===== config.mk =====
export PLATFORM = sky130hd
export DESIGN_NAME = mipsPipeline
export DESIGN_NICKNAME = d
export VERILOG_FILES = /design/src/verilog/cpuPkg.sv /design/src/verilog/alu.sv /design/src/verilog/controlDecoder.sv /design/src/verilog/executeStage.sv /design/src/verilog/fetchStage.sv /design/src/verilog/mipsPipeline.sv /design/src/verilog/regFile.sv /design/src/verilog/writebackStage.sv
export SDC_FILE = /design/constraint.sdc
export NUM_CORES = 2
export LEC_CHECK = 0
export BUFFER_PORTS_ARGS = -buffer_cell sky130_fd_sc_hd__clkbuf_2
export CELL_PAD_IN_SITES_DETAIL_PLACEMENT = 0
export CELL_PAD_IN_SITES_GLOBAL_PLACEMENT = 1
export CORE_MARGIN = 5
export CORE_UTILIZATION = 54
export CTS_BUF_LIST = sky130_fd_sc_hd__clkbuf_8
export CTS_CLUSTER_SIZE = 24
export DETAILED_ROUTE_END_ITERATION = 12
export GPL_ROUTABILITY_DRIVEN = 0
export PLACE_DENSITY_LB_ADDON = 0.1
export SLEW_MARGIN = 15
export SYNTH_ARGS = -nofsm -noshare
export SYNTH_HDL_FRONTEND = slang
export SYNTH_HIERARCHICAL = 1
export SYNTH_SLANG_ARGS = --single-unit

===== constraint.sdc =====
create_clock -name clk -period 9.2 [get_ports clk]
set_input_delay 1.38 -clock clk [delete_from_list [all_inputs] [get_ports clk]]
set_output_delay 1.38 -clock clk [all_outputs]
set_load 0.02 [all_outputs]

===== src/verilog/cpuPkg.sv =====
package cpuPkg;

   // Datapath and register index widths
   localparam int WORD_W = 32;
   localparam int REG_ADDR_W = 5;

   typedef logic [WORD_W-1:0] wordT;
   typedef logic [REG_ADDR_W-1:0] regAddrT;

   // First fetch address out of reset
   localparam wordT RESET_VECTOR = 32'h4000_0000;
   // Return-address register for jal
   localparam regAddrT LINK_REG = 5'd31;

   // Primary opcodes, bits 31:26
   typedef enum logic [5:0] {
      OP_RTYPE = 6'h00,
      OP_J     = 6'h02,
      OP_JAL   = 6'h03,
      OP_BEQ   = 6'h04,
      OP_BNE   = 6'h05,
      OP_ADDIU = 6'h09,
      OP_ANDI  = 6'h0c,
      OP_ORI   = 6'h0d,
      OP_LUI   = 6'h0f,
      OP_LW    = 6'h23,
      OP_SW    = 6'h2b
   } opcodeT;

   // R-type function codes, bits 5:0
   typedef enum logic [5:0] {
      FN_SLL  = 6'h00,
      FN_SRL  = 6'h02,
      FN_JR   = 6'h08,
      FN_ADDU = 6'h21,
      FN_SUBU = 6'h23,
      FN_AND  = 6'h24,
      FN_OR   = 6'h25,
      FN_XOR  = 6'h26,
      FN_SLT  = 6'h2a,
      FN_SLTU = 6'h2b
   } functT;

   typedef enum logic [3:0] {
      ALU_ADD, ALU_SUB, ALU_AND, ALU_OR, ALU_XOR,
      ALU_SLT, ALU_SLTU, ALU_SLL, ALU_SRL, ALU_LUI
   } aluOpT;

endpackage


===== src/verilog/alu.sv =====
`timescale 1ns/1ps

module alu (
   input  cpuPkg::wordT  a,
   input  cpuPkg::wordT  b,
   input  cpuPkg::aluOpT aluOp,
   output cpuPkg::wordT  result
);
   import cpuPkg::*;

   always_comb begin
      case (aluOp)
         ALU_ADD:  result = a + b;
         ALU_SUB:  result = a - b;
         ALU_AND:  result = a & b;
         ALU_OR:   result = a | b;
         ALU_XOR:  result = a ^ b;
         // Signed compare
         ALU_SLT:  result = {{(WORD_W-1){1'b0}}, $signed(a) < $signed(b)};
         ALU_SLTU: result = {{(WORD_W-1){1'b0}}, a < b};
         // Shift amount comes in on a
         ALU_SLL:  result = b << a[4:0];
         ALU_SRL:  result = b >> a[4:0];
         ALU_LUI:  result = {b[15:0], 16'h0000};
         default:  result = '0;
      endcase
   end

endmodule


===== src/verilog/controlDecoder.sv =====
`timescale 1ns/1ps

module controlDecoder (
   input  cpuPkg::opcodeT opcode,
   input  cpuPkg::functT  funct,
   output logic           regWrite,
   output logic           regDst,
   output logic           aluSrc,
   output logic           shift,
   output logic           zeroExt,
   output logic           memToReg,
   output logic           memWrite,
   output logic           branchEq,
   output logic           branchNe,
   output logic           jump,
   output logic           jumpLink,
   output logic           jumpReg,
   output cpuPkg::aluOpT  aluOp
);
   import cpuPkg::*;

   always_comb begin
      // Default is a no-op, nothing written
      regWrite = 1'b0;
      regDst   = 1'b0;
      aluSrc   = 1'b0;
      shift    = 1'b0;
      zeroExt  = 1'b0;
      memToReg = 1'b0;
      memWrite = 1'b0;
      branchEq = 1'b0;
      branchNe = 1'b0;
      jump     = 1'b0;
      jumpLink = 1'b0;
      jumpReg  = 1'b0;
      aluOp    = ALU_ADD;
      case (opcode)
         OP_RTYPE: begin
            regWrite = 1'b1;
            regDst   = 1'b1;
            case (funct)
               FN_SLL:  begin shift = 1'b1; aluOp = ALU_SLL; end
               FN_SRL:  begin shift = 1'b1; aluOp = ALU_SRL; end
               // jr only redirects, no result
               FN_JR:   begin regWrite = 1'b0; jumpReg = 1'b1; end
               FN_ADDU: aluOp = ALU_ADD;
               FN_SUBU: aluOp = ALU_SUB;
               FN_AND:  aluOp = ALU_AND;
               FN_OR:   aluOp = ALU_OR;
               FN_XOR:  aluOp = ALU_XOR;
               FN_SLT:  aluOp = ALU_SLT;
               FN_SLTU: aluOp = ALU_SLTU;
               default: regWrite = 1'b0;
            endcase
         end
         OP_ADDIU: begin regWrite = 1'b1; aluSrc = 1'b1; end
         OP_ANDI:  begin regWrite = 1'b1; aluSrc = 1'b1; zeroExt = 1'b1; aluOp = ALU_AND; end
         OP_ORI:   begin regWrite = 1'b1; aluSrc = 1'b1; zeroExt = 1'b1; aluOp = ALU_OR; end
         OP_LUI:   begin regWrite = 1'b1; aluSrc = 1'b1; aluOp = ALU_LUI; end
         // Address is base plus signed offset
         OP_LW:    begin regWrite = 1'b1; aluSrc = 1'b1; memToReg = 1'b1; end
         OP_SW:    begin aluSrc = 1'b1; memWrite = 1'b1; end
         OP_BEQ:   branchEq = 1'b1;
         OP_BNE:   branchNe = 1'b1;
         OP_J:     jump = 1'b1;
         OP_JAL:   begin jump = 1'b1; jumpLink = 1'b1; regWrite = 1'b1; end
         default:  aluOp = ALU_ADD;
      endcase
   end

endmodule


===== src/verilog/executeStage.sv =====
`timescale 1ns/1ps

module executeStage (
   input  logic            clk,
   input  logic            reset,
   input  logic            stall,
   input  cpuPkg::wordT    pcF,
   input  cpuPkg::regAddrT rsF,
   input  cpuPkg::regAddrT rtF,
   input  cpuPkg::regAddrT rdF,
   input  logic [4:0]      shamtF,
   input  logic [25:0]     targetF,
   input  cpuPkg::wordT    immF,
   input  logic            regWriteF,
   input  logic            regDstF,
   input  logic            aluSrcF,
   input  logic            shiftF,
   input  logic            memToRegF,
   input  logic            memWriteF,
   input  logic            branchEqF,
   input  logic            branchNeF,
   input  logic            jumpF,
   input  logic            jumpLinkF,
   input  logic            jumpRegF,
   input  cpuPkg::aluOpT   aluOpF,
   input  cpuPkg::wordT    rd1F,
   input  cpuPkg::wordT    rd2F,
   input  cpuPkg::wordT    writeBack,
   input  cpuPkg::regAddrT waM,
   input  logic            regWriteM,
   output cpuPkg::wordT    nextPc,
   output cpuPkg::wordT    imemAddr,
   output cpuPkg::wordT    aluOutE,
   output cpuPkg::wordT    dmemWdata,
   output cpuPkg::wordT    pcE,
   output logic            dmemWe,
   output logic            regWriteE,
   output logic            regDstE,
   output logic            memToRegE,
   output logic            jumpLinkE,
   output cpuPkg::regAddrT rtE,
   output cpuPkg::regAddrT rdE
);
   import cpuPkg::*;

   logic        resetDly;
   logic        aluSrcE, shiftE, memWriteE;
   logic        branchEqE, branchNeE, jumpE, jumpRegE;
   regAddrT     rsE;
   logic [4:0]  shamtE;
   logic [25:0] targetE;
   wordT        immE, rd1E, rd2E, nextPcE;
   aluOpT       aluOpE;
   wordT        rsFwd, rtFwd, aluA, aluB;
   logic        fwdA, fwdB, branchTaken;

   // Fetch of the first cycle after reset repeats the reset vector
   always_ff @(posedge clk) begin
      resetDly <= reset;
   end

   // Control bits, a bubble out of reset
   always_ff @(posedge clk) begin
      if (reset || resetDly) begin
         regWriteE <= 1'b0;
         regDstE   <= 1'b0;
         aluSrcE   <= 1'b0;
         shiftE    <= 1'b0;
         memToRegE <= 1'b0;
         memWriteE <= 1'b0;
         branchEqE <= 1'b0;
         branchNeE <= 1'b0;
         jumpE     <= 1'b0;
         jumpLinkE <= 1'b0;
         jumpRegE  <= 1'b0;
      end else if (!stall) begin
         regWriteE <= regWriteF;
         regDstE   <= regDstF;
         aluSrcE   <= aluSrcF;
         shiftE    <= shiftF;
         memToRegE <= memToRegF;
         memWriteE <= memWriteF;
         branchEqE <= branchEqF;
         branchNeE <= branchNeF;
         jumpE     <= jumpF;
         jumpLinkE <= jumpLinkF;
         jumpRegE  <= jumpRegF;
      end
   end

   // Payload
   always_ff @(posedge clk) begin
      if (!stall) begin
         pcE     <= pcF;
         rsE     <= rsF;
         rtE     <= rtF;
         rdE     <= rdF;
         shamtE  <= shamtF;
         targetE <= targetF;
         immE    <= immF;
         rd1E    <= rd1F;
         rd2E    <= rd2F;
         aluOpE  <= aluOpF;
      end
   end

   // Last fetch address, replayed while stalled
   always_ff @(posedge clk) begin
      if (reset) begin
         nextPcE <= RESET_VECTOR;
      end else if (!stall) begin
         nextPcE <= nextPc;
      end
   end

   // Memory/writeback result bypass, load data included
   assign fwdA  = regWriteM && waM != '0 && waM == rsE;
   assign fwdB  = regWriteM && waM != '0 && waM == rtE;
   assign rsFwd = fwdA ? writeBack : rd1E;
   assign rtFwd = fwdB ? writeBack : rd2E;

   assign aluA = shiftE ? {{(WORD_W-5){1'b0}}, shamtE} : rsFwd;
   assign aluB = aluSrcE ? immE : rtFwd;

   alu alu0 (
      .a      (aluA),
      .b      (aluB),
      .aluOp  (aluOpE),
      .result (aluOutE)
   );

   assign branchTaken = (branchEqE && rsFwd == rtFwd) || (branchNeE && rsFwd != rtFwd);

   // pcF is the delay slot, so every target is relative to it
   always_comb begin
      if (reset || resetDly) begin
         nextPc = RESET_VECTOR;
      end else if (branchTaken) begin
         nextPc = pcF + {immE[WORD_W-3:0], 2'b00};
      end else if (jumpE) begin
         nextPc = {pcF[31:28], targetE, 2'b00};
      end else if (jumpRegE) begin
         nextPc = rsFwd;
      end else begin
         nextPc = pcF + 32'd4;
      end
   end

   assign imemAddr  = stall ? nextPcE : nextPc;
   // One write per store, never while frozen
   assign dmemWe    = memWriteE && !stall;
   assign dmemWdata = rtFwd;

endmodule


===== src/verilog/fetchStage.sv =====
`timescale 1ns/1ps

module fetchStage (
   input  logic            clk,
   input  logic            reset,
   input  logic            stall,
   input  cpuPkg::wordT    nextPc,
   input  cpuPkg::wordT    instruction,
   output cpuPkg::wordT    pcF,
   output cpuPkg::opcodeT  opcodeF,
   output cpuPkg::functT   functF,
   output cpuPkg::regAddrT rsF,
   output cpuPkg::regAddrT rtF,
   output cpuPkg::regAddrT rdF,
   output logic [4:0]      shamtF,
   output logic [25:0]     targetF,
   output cpuPkg::wordT    immF,
   output logic            regWriteF,
   output logic            regDstF,
   output logic            aluSrcF,
   output logic            shiftF,
   output logic            zeroExtF,
   output logic            memToRegF,
   output logic            memWriteF,
   output logic            branchEqF,
   output logic            branchNeF,
   output logic            jumpF,
   output logic            jumpLinkF,
   output logic            jumpRegF,
   output cpuPkg::aluOpT   aluOpF
);
   import cpuPkg::*;

   // PC tracks the address the instruction memory sampled
   always_ff @(posedge clk) begin
      if (reset) begin
         pcF <= RESET_VECTOR;
      end else if (!stall) begin
         pcF <= nextPc;
      end
   end

   // Field split
   assign opcodeF = opcodeT'(instruction[31:26]);
   assign functF  = functT'(instruction[5:0]);
   assign rsF     = instruction[25:21];
   assign rtF     = instruction[20:16];
   assign rdF     = instruction[15:11];
   assign shamtF  = instruction[10:6];
   assign targetF = instruction[25:0];

   // Logical immediates zero-extend, the rest sign-extend
   assign immF = zeroExtF ? {16'h0000, instruction[15:0]}
                          : {{16{instruction[15]}}, instruction[15:0]};

   controlDecoder decoder0 (
      .opcode   (opcodeF),
      .funct    (functF),
      .regWrite (regWriteF),
      .regDst   (regDstF),
      .aluSrc   (aluSrcF),
      .shift    (shiftF),
      .zeroExt  (zeroExtF),
      .memToReg (memToRegF),
      .memWrite (memWriteF),
      .branchEq (branchEqF),
      .branchNe (branchNeF),
      .jump     (jumpF),
      .jumpLink (jumpLinkF),
      .jumpReg  (jumpRegF),
      .aluOp    (aluOpF)
   );

endmodule


===== src/verilog/mipsPipeline.sv =====
`timescale 1ns/1ps

module mipsPipeline (
   input  logic         clk,
   input  logic         reset,
   input  logic         stall,
   input  cpuPkg::wordT instruction,
   input  cpuPkg::wordT dmemRdata,
   output cpuPkg::wordT imemAddr,
   output cpuPkg::wordT dmemAddr,
   output cpuPkg::wordT dmemWdata,
   output logic         dmemWe
);
   import cpuPkg::*;

   // Fetch outputs
   wordT        pcF, immF, rd1F, rd2F;
   regAddrT     rsF, rtF, rdF;
   logic [4:0]  shamtF;
   logic [25:0] targetF;
   logic        regWriteF, regDstF, aluSrcF, shiftF, memToRegF, memWriteF;
   logic        branchEqF, branchNeF, jumpF, jumpLinkF, jumpRegF;
   aluOpT       aluOpF;
   // Execute outputs
   wordT        nextPc, aluOutE, pcE;
   regAddrT     rtE, rdE;
   logic        regWriteE, regDstE, memToRegE, jumpLinkE;
   // Writeback outputs
   wordT        writeBack, regWd;
   regAddrT     waM, regWa;
   logic        regWriteM;

   fetchStage fetch0 (
      .clk(clk), .reset(reset), .stall(stall), .nextPc(nextPc),
      .instruction(instruction), .pcF(pcF), .opcodeF(), .functF(),
      .rsF(rsF), .rtF(rtF), .rdF(rdF), .shamtF(shamtF), .targetF(targetF),
      .immF(immF), .regWriteF(regWriteF), .regDstF(regDstF), .aluSrcF(aluSrcF),
      .shiftF(shiftF), .zeroExtF(), .memToRegF(memToRegF),
      .memWriteF(memWriteF), .branchEqF(branchEqF), .branchNeF(branchNeF),
      .jumpF(jumpF), .jumpLinkF(jumpLinkF), .jumpRegF(jumpRegF), .aluOpF(aluOpF)
   );

   regFile regs0 (
      .clk(clk), .reset(reset), .stall(stall), .ra1(rsF), .ra2(rtF),
      .wa(regWa), .we(regWriteM), .wd(regWd), .rd1(rd1F), .rd2(rd2F)
   );

   executeStage execute0 (
      .clk(clk), .reset(reset), .stall(stall), .pcF(pcF), .rsF(rsF), .rtF(rtF),
      .rdF(rdF), .shamtF(shamtF), .targetF(targetF), .immF(immF),
      .regWriteF(regWriteF), .regDstF(regDstF), .aluSrcF(aluSrcF), .shiftF(shiftF),
      .memToRegF(memToRegF), .memWriteF(memWriteF), .branchEqF(branchEqF),
      .branchNeF(branchNeF), .jumpF(jumpF), .jumpLinkF(jumpLinkF),
      .jumpRegF(jumpRegF), .aluOpF(aluOpF), .rd1F(rd1F), .rd2F(rd2F),
      .writeBack(writeBack), .waM(waM), .regWriteM(regWriteM), .nextPc(nextPc),
      .imemAddr(imemAddr), .aluOutE(aluOutE), .dmemWdata(dmemWdata), .pcE(pcE),
      .dmemWe(dmemWe), .regWriteE(regWriteE), .regDstE(regDstE),
      .memToRegE(memToRegE), .jumpLinkE(jumpLinkE), .rtE(rtE), .rdE(rdE)
   );

   writebackStage writeback0 (
      .clk(clk), .reset(reset), .stall(stall), .aluOutE(aluOutE), .pcE(pcE),
      .dmemRdata(dmemRdata), .rtE(rtE), .rdE(rdE), .regWriteE(regWriteE),
      .regDstE(regDstE), .memToRegE(memToRegE), .jumpLinkE(jumpLinkE),
      .dmemAddr(dmemAddr), .writeBack(writeBack), .regWd(regWd), .waM(waM),
      .regWa(regWa), .regWriteM(regWriteM)
   );

endmodule


===== src/verilog/regFile.sv =====
`timescale 1ns/1ps

module regFile (
   input  logic            clk,
   input  logic            reset,
   input  logic            stall,
   input  cpuPkg::regAddrT ra1,
   input  cpuPkg::regAddrT ra2,
   input  cpuPkg::regAddrT wa,
   input  logic            we,
   input  cpuPkg::wordT    wd,
   output cpuPkg::wordT    rd1,
   output cpuPkg::wordT    rd2
);
   import cpuPkg::*;

   wordT regs [32];

   always_ff @(posedge clk) begin
      if (reset) begin
         for (int i = 0; i < 32; i++) begin
            regs[i] <= '0;
         end
      end else if (we && !stall && wa != '0) begin
         regs[wa] <= wd;
      end
   end

   // Register 0 reads zero, same-cycle write passes straight through
   assign rd1 = (ra1 == '0) ? '0 : (we && wa == ra1) ? wd : regs[ra1];
   assign rd2 = (ra2 == '0) ? '0 : (we && wa == ra2) ? wd : regs[ra2];

endmodule


===== src/verilog/writebackStage.sv =====
`timescale 1ns/1ps

module writebackStage (
   input  logic            clk,
   input  logic            reset,
   input  logic            stall,
   input  cpuPkg::wordT    aluOutE,
   input  cpuPkg::wordT    pcE,
   input  cpuPkg::wordT    dmemRdata,
   input  cpuPkg::regAddrT rtE,
   input  cpuPkg::regAddrT rdE,
   input  logic            regWriteE,
   input  logic            regDstE,
   input  logic            memToRegE,
   input  logic            jumpLinkE,
   output cpuPkg::wordT    dmemAddr,
   output cpuPkg::wordT    writeBack,
   output cpuPkg::wordT    regWd,
   output cpuPkg::regAddrT waM,
   output cpuPkg::regAddrT regWa,
   output logic            regWriteM
);
   import cpuPkg::*;

   logic    regDstM, memToRegM, jumpLinkM;
   wordT    aluOutM, pcM;
   regAddrT rtM, rdM;

   always_ff @(posedge clk) begin
      if (reset) begin
         regWriteM <= 1'b0;
         regDstM   <= 1'b0;
         memToRegM <= 1'b0;
         jumpLinkM <= 1'b0;
      end else if (!stall) begin
         regWriteM <= regWriteE;
         regDstM   <= regDstE;
         memToRegM <= memToRegE;
         jumpLinkM <= jumpLinkE;
      end
   end

   always_ff @(posedge clk) begin
      if (!stall) begin
         aluOutM <= aluOutE;
         pcM     <= pcE;
         rtM     <= rtE;
         rdM     <= rdE;
      end
   end

   // Keep the load address steady so its data stays on dmemRdata
   assign dmemAddr = stall ? aluOutM : aluOutE;

   // jal writes PC+8 to the link register, visible to the bypass too
   assign waM       = jumpLinkM ? LINK_REG : (regDstM ? rdM : rtM);
   assign writeBack = jumpLinkM ? pcM + 32'd8 : (memToRegM ? dmemRdata : aluOutM);

   // Register file write port
   assign regWa = waM;
   assign regWd = writeBack;

endmodule

# ---- Yosys cells after proc, flatten, opt, wreduce, memory -nomap -nowiden
# Memory sizes are Yosys's and may differ from the RTL's.
# Index checks and enable logic that the tools add are counted.
dict set report totals {
  register_bits 317
  latchBits 0
  mem_bits_rw 1024
  n_memories 1
  wordCells 148
  rom_bits 0
  output_inout_bits 97
}
# memory words word_bits read_ports rd_clocked_by_memory_dff write_ports line
set memory_table {}
lappend memory_table {regs0.regs 32 32 2 0 32 regFile.sv:17} ;# wordT regs [32];
dict set report classes {
  eq_ne 34
  n_shift 2
  order_cmp 2
  bitwise_logic 3
  addsub 5
  n_mul 0
  div_mod_pow 0
  n_reduce_logical 26
  mux 42
}
# operator count
set op_table {}
lappend op_table {{32-bit 2-to-1 mux} 15}
lappend op_table {{32-bit one-hot mux with 10 select lines} 1}
lappend op_table {{32-bit adder} 2}
lappend op_table {{32-bit less-than comparator} 2}
lappend op_table {{6-bit == test (second input constant)} 9}
lappend op_table {{32-bit by 3-bit adder with 32-bit output (second input constant)} 1}
lappend op_table {{32-bit by 4-bit adder with 32-bit output (second input constant)} 1}
lappend op_table {{32-bit AND} 1}
lappend op_table {{32-bit == test} 1}
lappend op_table {{32-bit inequality test} 1}
lappend op_table {{32-bit OR} 1}
lappend op_table {{4-bit one-hot mux with 8 select lines} 1}
lappend op_table {{32-bit OR reduction} 1}
lappend op_table {{32-bit by 5-bit left shift with 32-bit output} 1}
lappend op_table {{32-bit by 5-bit >> shifter with 32-bit output} 1}
lappend op_table {{32-bit subtractor} 1}
lappend op_table {{32-bit bitwise XOR} 1}
lappend op_table {{6-bit by 4-bit == test with 1-bit output (second input constant)} 5}
lappend op_table {{5-bit == test} 4}
lappend op_table {{1-bit 2-to-1 mux} 20}
lappend op_table {{6-bit by 2-bit == test with 1-bit output (second input constant)} 3}
lappend op_table {{4-bit by 3-bit == test with 1-bit output (second input constant)} 4}
lappend op_table {{4-bit one-hot mux with 4 select lines} 1}
lappend op_table {{5-bit 2-to-1 mux} 3}
lappend op_table {{15 further kinds} 33}

# ---- Depth between registers and ports, before layout
dict set report logic_depth {
  depth_word 12
  mapped_depth 27
  depth_no_buf 20
}

# ---- By module
# Netlist, hierarchy kept.
# module n_inst seq_area_each_um2 cells_per_inst area_per_inst_um2
set modules_own_cells {}
lappend modules_own_cells {regFile 1 30749.5 3745 55207.9}
lappend modules_own_cells {executeStage 1 6226.0 1353 13210.2}
lappend modules_own_cells {alu 1 0.0 1172 8211.6}
lappend modules_own_cells {writebackStage 1 1981.9 374 4045.1}
lappend modules_own_cells {fetchStage 1 640.6 193 1840.5}
lappend modules_own_cells {controlDecoder 1 0.0 71 471.7}

# ---- Worst setup path before layout
# No wires, ideal clock.
dict set report synth_path {
  path_type {register to output}
  from {reg writeback0.regDstM}
  to {out dmemAddr[29]}
  arrival_time_ns 7.078
  required_time_ns 7.820
  path_stages_with_launch 27
  slack_ns 0.742
  cell_sequence {dfxtp_1 clkbuf_1 nor2b_1 a211o_1 buf_4 or4_4 o211a_4 nand2_2 clkbuf_1 buf_1 buf_1 nand2_1 o21ai_0 mux2_2 clkbuf_1 clkinv_1 buf_1 ha_1 o21ba_1 or4_4 a2111o_1 a221o_1 a21o_1 o211a_1 or4_1 nand3_1 mux2_2}
}
dict set report synth_between {
  elab_chain_len 10
  elab_cells_between_ends 21
}
# item line
set synth_lines {}
lappend synth_lines {{start: declaration} writebackStage.sv:25} ;# logic regDstM, memToRegM, jumpLinkM;
lappend synth_lines {{start signal: assignment} writebackStage.sv:37} ;# regDstM <= regDstE;
lappend synth_lines {{5-bit 2-to-1 mux * (2 in series)} writebackStage.sv:56} ;# assign waM = jumpLinkM ? LINK_REG : (regDstM ? rdM : rtM);
lappend synth_lines {{via regWa[1]} mipsPipeline.sv:30} ;# regAddrT waM, regWa;
lappend synth_lines {{5-bit nonzero test} executeStage.sv:117} ;# assign fwdA = regWriteM && waM != '0 && waM == rsE;
lappend synth_lines {{1-bit logical AND} executeStage.sv:117}
lappend synth_lines {{1-bit logical AND *} executeStage.sv:117}
lappend synth_lines {{32-bit 2-to-1 mux *} executeStage.sv:119} ;# assign rsFwd = fwdA ? writeBack : rd1E;
lappend synth_lines {{32-bit 2-to-1 mux *} executeStage.sv:122} ;# assign aluA = shiftE ? {{(WORD_W-5){1'b0}}, shamtE} : rsFwd;
lappend synth_lines {{via execute0.aluA[1]} executeStage.sv:54} ;# wordT rsFwd, rtFwd, aluA, aluB;
lappend synth_lines {{32-bit subtractor (tied with other cells)} alu.sv:14} ;# ALU_SUB: result = a - b;
lappend synth_lines {{32-bit one-hot mux with 10 select lines *} alu.sv:12} ;# case (aluOp)
lappend synth_lines {{via aluOutE[29]} mipsPipeline.sv:25} ;# wordT nextPc, aluOutE, pcE;
lappend synth_lines {{32-bit 2-to-1 mux *} writebackStage.sv:53} ;# assign dmemAddr = stall ? aluOutM : aluOutE;
lappend synth_lines {{end: declaration} mipsPipeline.sv:10} ;# output cpuPkg::wordT dmemAddr,
# Mark *: on every way through the listed nets, which the timed path passes. The rest lies on a longest branch.

# ---- Worst setup path after layout
dict set report layout_path {
  from {reg writeback0.regDstM}
  to {out dmemAddr[28]}
}
# The elaborated chain is that of the path after synthesis.

==> qor.csv <==
stage;metric;value;unit
synthesis;synthesized area;82900;um2
placement;hpwl dp;207;mm
floorplan;core area;152000;um2
sta;max-slew violations;3;
layout;Layout area overhead;7.45;%
routing;routed len/inst;35.2;um
sta;Setup violations, final;0;
sta;Min Clock Period, post-route;9.02;ns
routing;via count;62659;
job;max-cap check violation count;1;
hold_path;Hold Path Sink;writeback0/pcM[20]$_DFFE_PN_;
clock_tree;number of H-tree levels;4;
power_and_ir_drop;overall power;15400;uW
power_and_ir_drop;Peak VDD IR;143;uV
critical_path;critical path type;flip-flop to output pin;
routing;DRC;0;
critical_path;element type at the critical path end;output pin;
layout;# nets final;6982;
floorplan;row cnt;143;
routing;DRT Wirelength;317;mm
run_status;failing checks;max-capacitance violations, max-slew violations;
grt;largest net degree at the start of global routing;112;
layout;Multi-input gate area;39600;um2
sta;relative slew slack;-0.0666;
clock_tree;clock-pin slew on the worst setup and hold paths;0.06;ns
floorplan;full die area;161000;um2
grt;Overall Global Routing Usage;0.379;
grt;busiest grt layer;met2;
sta;f_max;0.111;GHz
layout;Filler cells;12424;
clock_tree;Root Buffer;clkbuf_8;
floorplan;I/O Pins;164;
routing;vias per std cell;6.96;
critical_path;Req. time, crit path;7.82;ns
synthesis;Avg Cell Area, Syn;12.0;um2
hold_path;Worst Hold Class;flip-flop to flip-flop;
placement;Place WS;1.07;ns
clock_tree;cts bufs inserted;225;
grt;M3 GR Usage;0.108;
sta;TNS Setup;0;ns
power_and_ir_drop;leakage power;0.0331;uW
placement;IO buf count;163;
critical_path;Worst R2R End;writeback0/aluOutM[28]$_DFF_P_;
layout;share of cells above drive strength 1;0.201;
sta;RSZ-0062 raised after global routing;false;
layout;Reg area;39600;um2
critical_path;startpoint types;flip-flop;
synthesis;YS warnings;6;
synthesis;cell count after synthesis;6896;
sta;Fin. Hold Viols;0;
critical_path;reg-to-reg slack, setup;2.56;ns
critical_path;crit-path max FO;13;
critical_path;Critical Path Start;writeback0/regDstM$_SDFFE_PP0N_;
critical_path;arrival time worst endpoint;7.64;ns
routing;DRT Pass-1 Iters;7;
grt;met2 Track Usage GR;0.585;
clock_tree;Skew-Pair Late Insertion Delay;0.97;ns
grt;initial antenna violation count;15;
grt;vias in the first global route;59787;
grt;total gr overflow;0;
floorplan;Starting Density;0.544;
routing;initial DRC count;9217;
clock_tree;CTS tree;done;
hold_path;hold depth;0;
clock_tree;Clock Path Buffers;3;
hold_path;hold path start;execute0/pcE[20]$_DFFE_PN_;
sta;final period utilization;0.981;
grt;met1 Use GR;0.481;
sta;worst-margin pin slew;1.60;ns
floorplan;Chip Width;402;um
sta;clock skew;0.0868;ns
run_status;status;finished, violations left;
sta;worst setup slack after layout;0.179;ns
critical_path;worst-case reg-to-reg path depth;21;
grt;global-route wire length before repair;443;mm
floorplan;Chip Height;402;um
clock_tree;clock sinks;1356;
routing;Routed Antenna Nets;0;
power_and_ir_drop;pwr dens;173;nW/um2
critical_path;R2R Path Start;writeback0/regDstM$_SDFFE_PP0N_;
-- flip-flops by register name, summed over array words and instances, names as in the netlist, 5 cells and up --
signal	count
execute0/shamtE	5
regs0/regs	1024
execute0/rtE	5
execute0/rsE	5
writeback0/rtM	5
execute0/immE	32
writeback0/rdM	5
writeback0/pcM	32
execute0/pcE	32
execute0/rd1E	32
execute0/targetE	26
execute0/rd2E	32
fetch0/pcF	32
writeback0/aluOutM	32
execute0/rdE	5
execute0/nextPcE	32
-- layout by cell type, fill, tap and decap left out, drive strengths merged, types with 37 or more instances in the layout --
cell,n
a221oi,45
nand3,100
clkbuf,388
dfxtp,112
o21ai,232
mux4,466
and2,1009
o221ai,47
clkinv,83
nor3,119
a31oi,37
a211oi,108
edfxtp,1244
inv,226
buf,212
or2,42
mux2i,348
nor2b,68
mux2,105
a22oi,100
ha,130
nor2,381
o22ai,98
a21oi,212
nand2,262
xnor2,107
a21o,38
a22o,75
-- repair_timing --
| item | in CTS | in global routing |
|---|---|---|
| hold buffers | 0 | 0 |
| setup buffers | 0 | 7 |
| endpoints found under the setup margin | 0 | 19 |
| gates resized for setup | 0 | 24 |
-- power breakdown --
group | internal (uW) | switching [uW]
sequential | 7000 | 213
combinational | 1010 | 2110
clock | 2500 | 2550
-- worst max-delay path, stage by stage, from the launching register on --
cell and delay (ns):
dfxtp_1 0.53, nor2b_1 0.08, a211o_1 0.48, or4_4 0.63, o211a_4 0.28, and3_1 0.20, or2_2 0.32, mux2_4 0.35
clkinvlp_4 0.23, ha_1 0.33, inv_1 0.09, fa_1 0.43, nor2b_1 0.18, o211ai_1 0.18, buf_4 0.16, nand4_1 0.21
and3_1 0.32, o21a_1 0.25, a31o_2 0.27, o311ai_0 0.34, nand3_1 0.30, mux2_2 0.36, clkbuf_2 0.16
-- metrics by stage --
step	instances	cell area (um2)	hold slack, ns	util
6_report	9000	89100	0.422	0.585
5_1_grt	8991	89100	0.441	0.585
4_1_cts	8980	88900	0.421	0.584
3_5_place_dp	8576	84700	0.405	0.556
3_3_place_gp	8576	84700	0.402	0.556
2_1_floorplan	6927	83000	0.400	-
-- area by class of cell --
class                      instances  share of cell area
clock inverter                   170              0.0104
tap                             2030              0.0285
multi-input combinational       4684               0.445
clock buffer                     234              0.0362
inverter                         149             0.00641
sequential                      1356               0.445
antenna                           11            0.000309
timing repair buffer             366              0.0285
-- per-layer routing --
metal  part of all wire  up-vias  routed length, um
li1                   -    25862                  -
met1               0.36    31235             113000
met5            0.00063        -                199
met4              0.072        8              22800
met3               0.12     1044              38900
met2               0.45     4510             142000
-- worst max-delay path by stage --
stage,end,slack [ns],depth (start not counted)
4_1_cts,dmemAddr[30],0.004,20
3_5_place_dp,dmemAddr[30],1.07,20
5_1_grt,dmemAddr[29],0.0003,18
2_1_floorplan,dmemAddr[29],0.74,26
3_3_place_gp,dmemAddr[30],1.11,20
6_report,dmemAddr[28],0.18,22
Note: power is estimated with default switching activity, not from simulation.
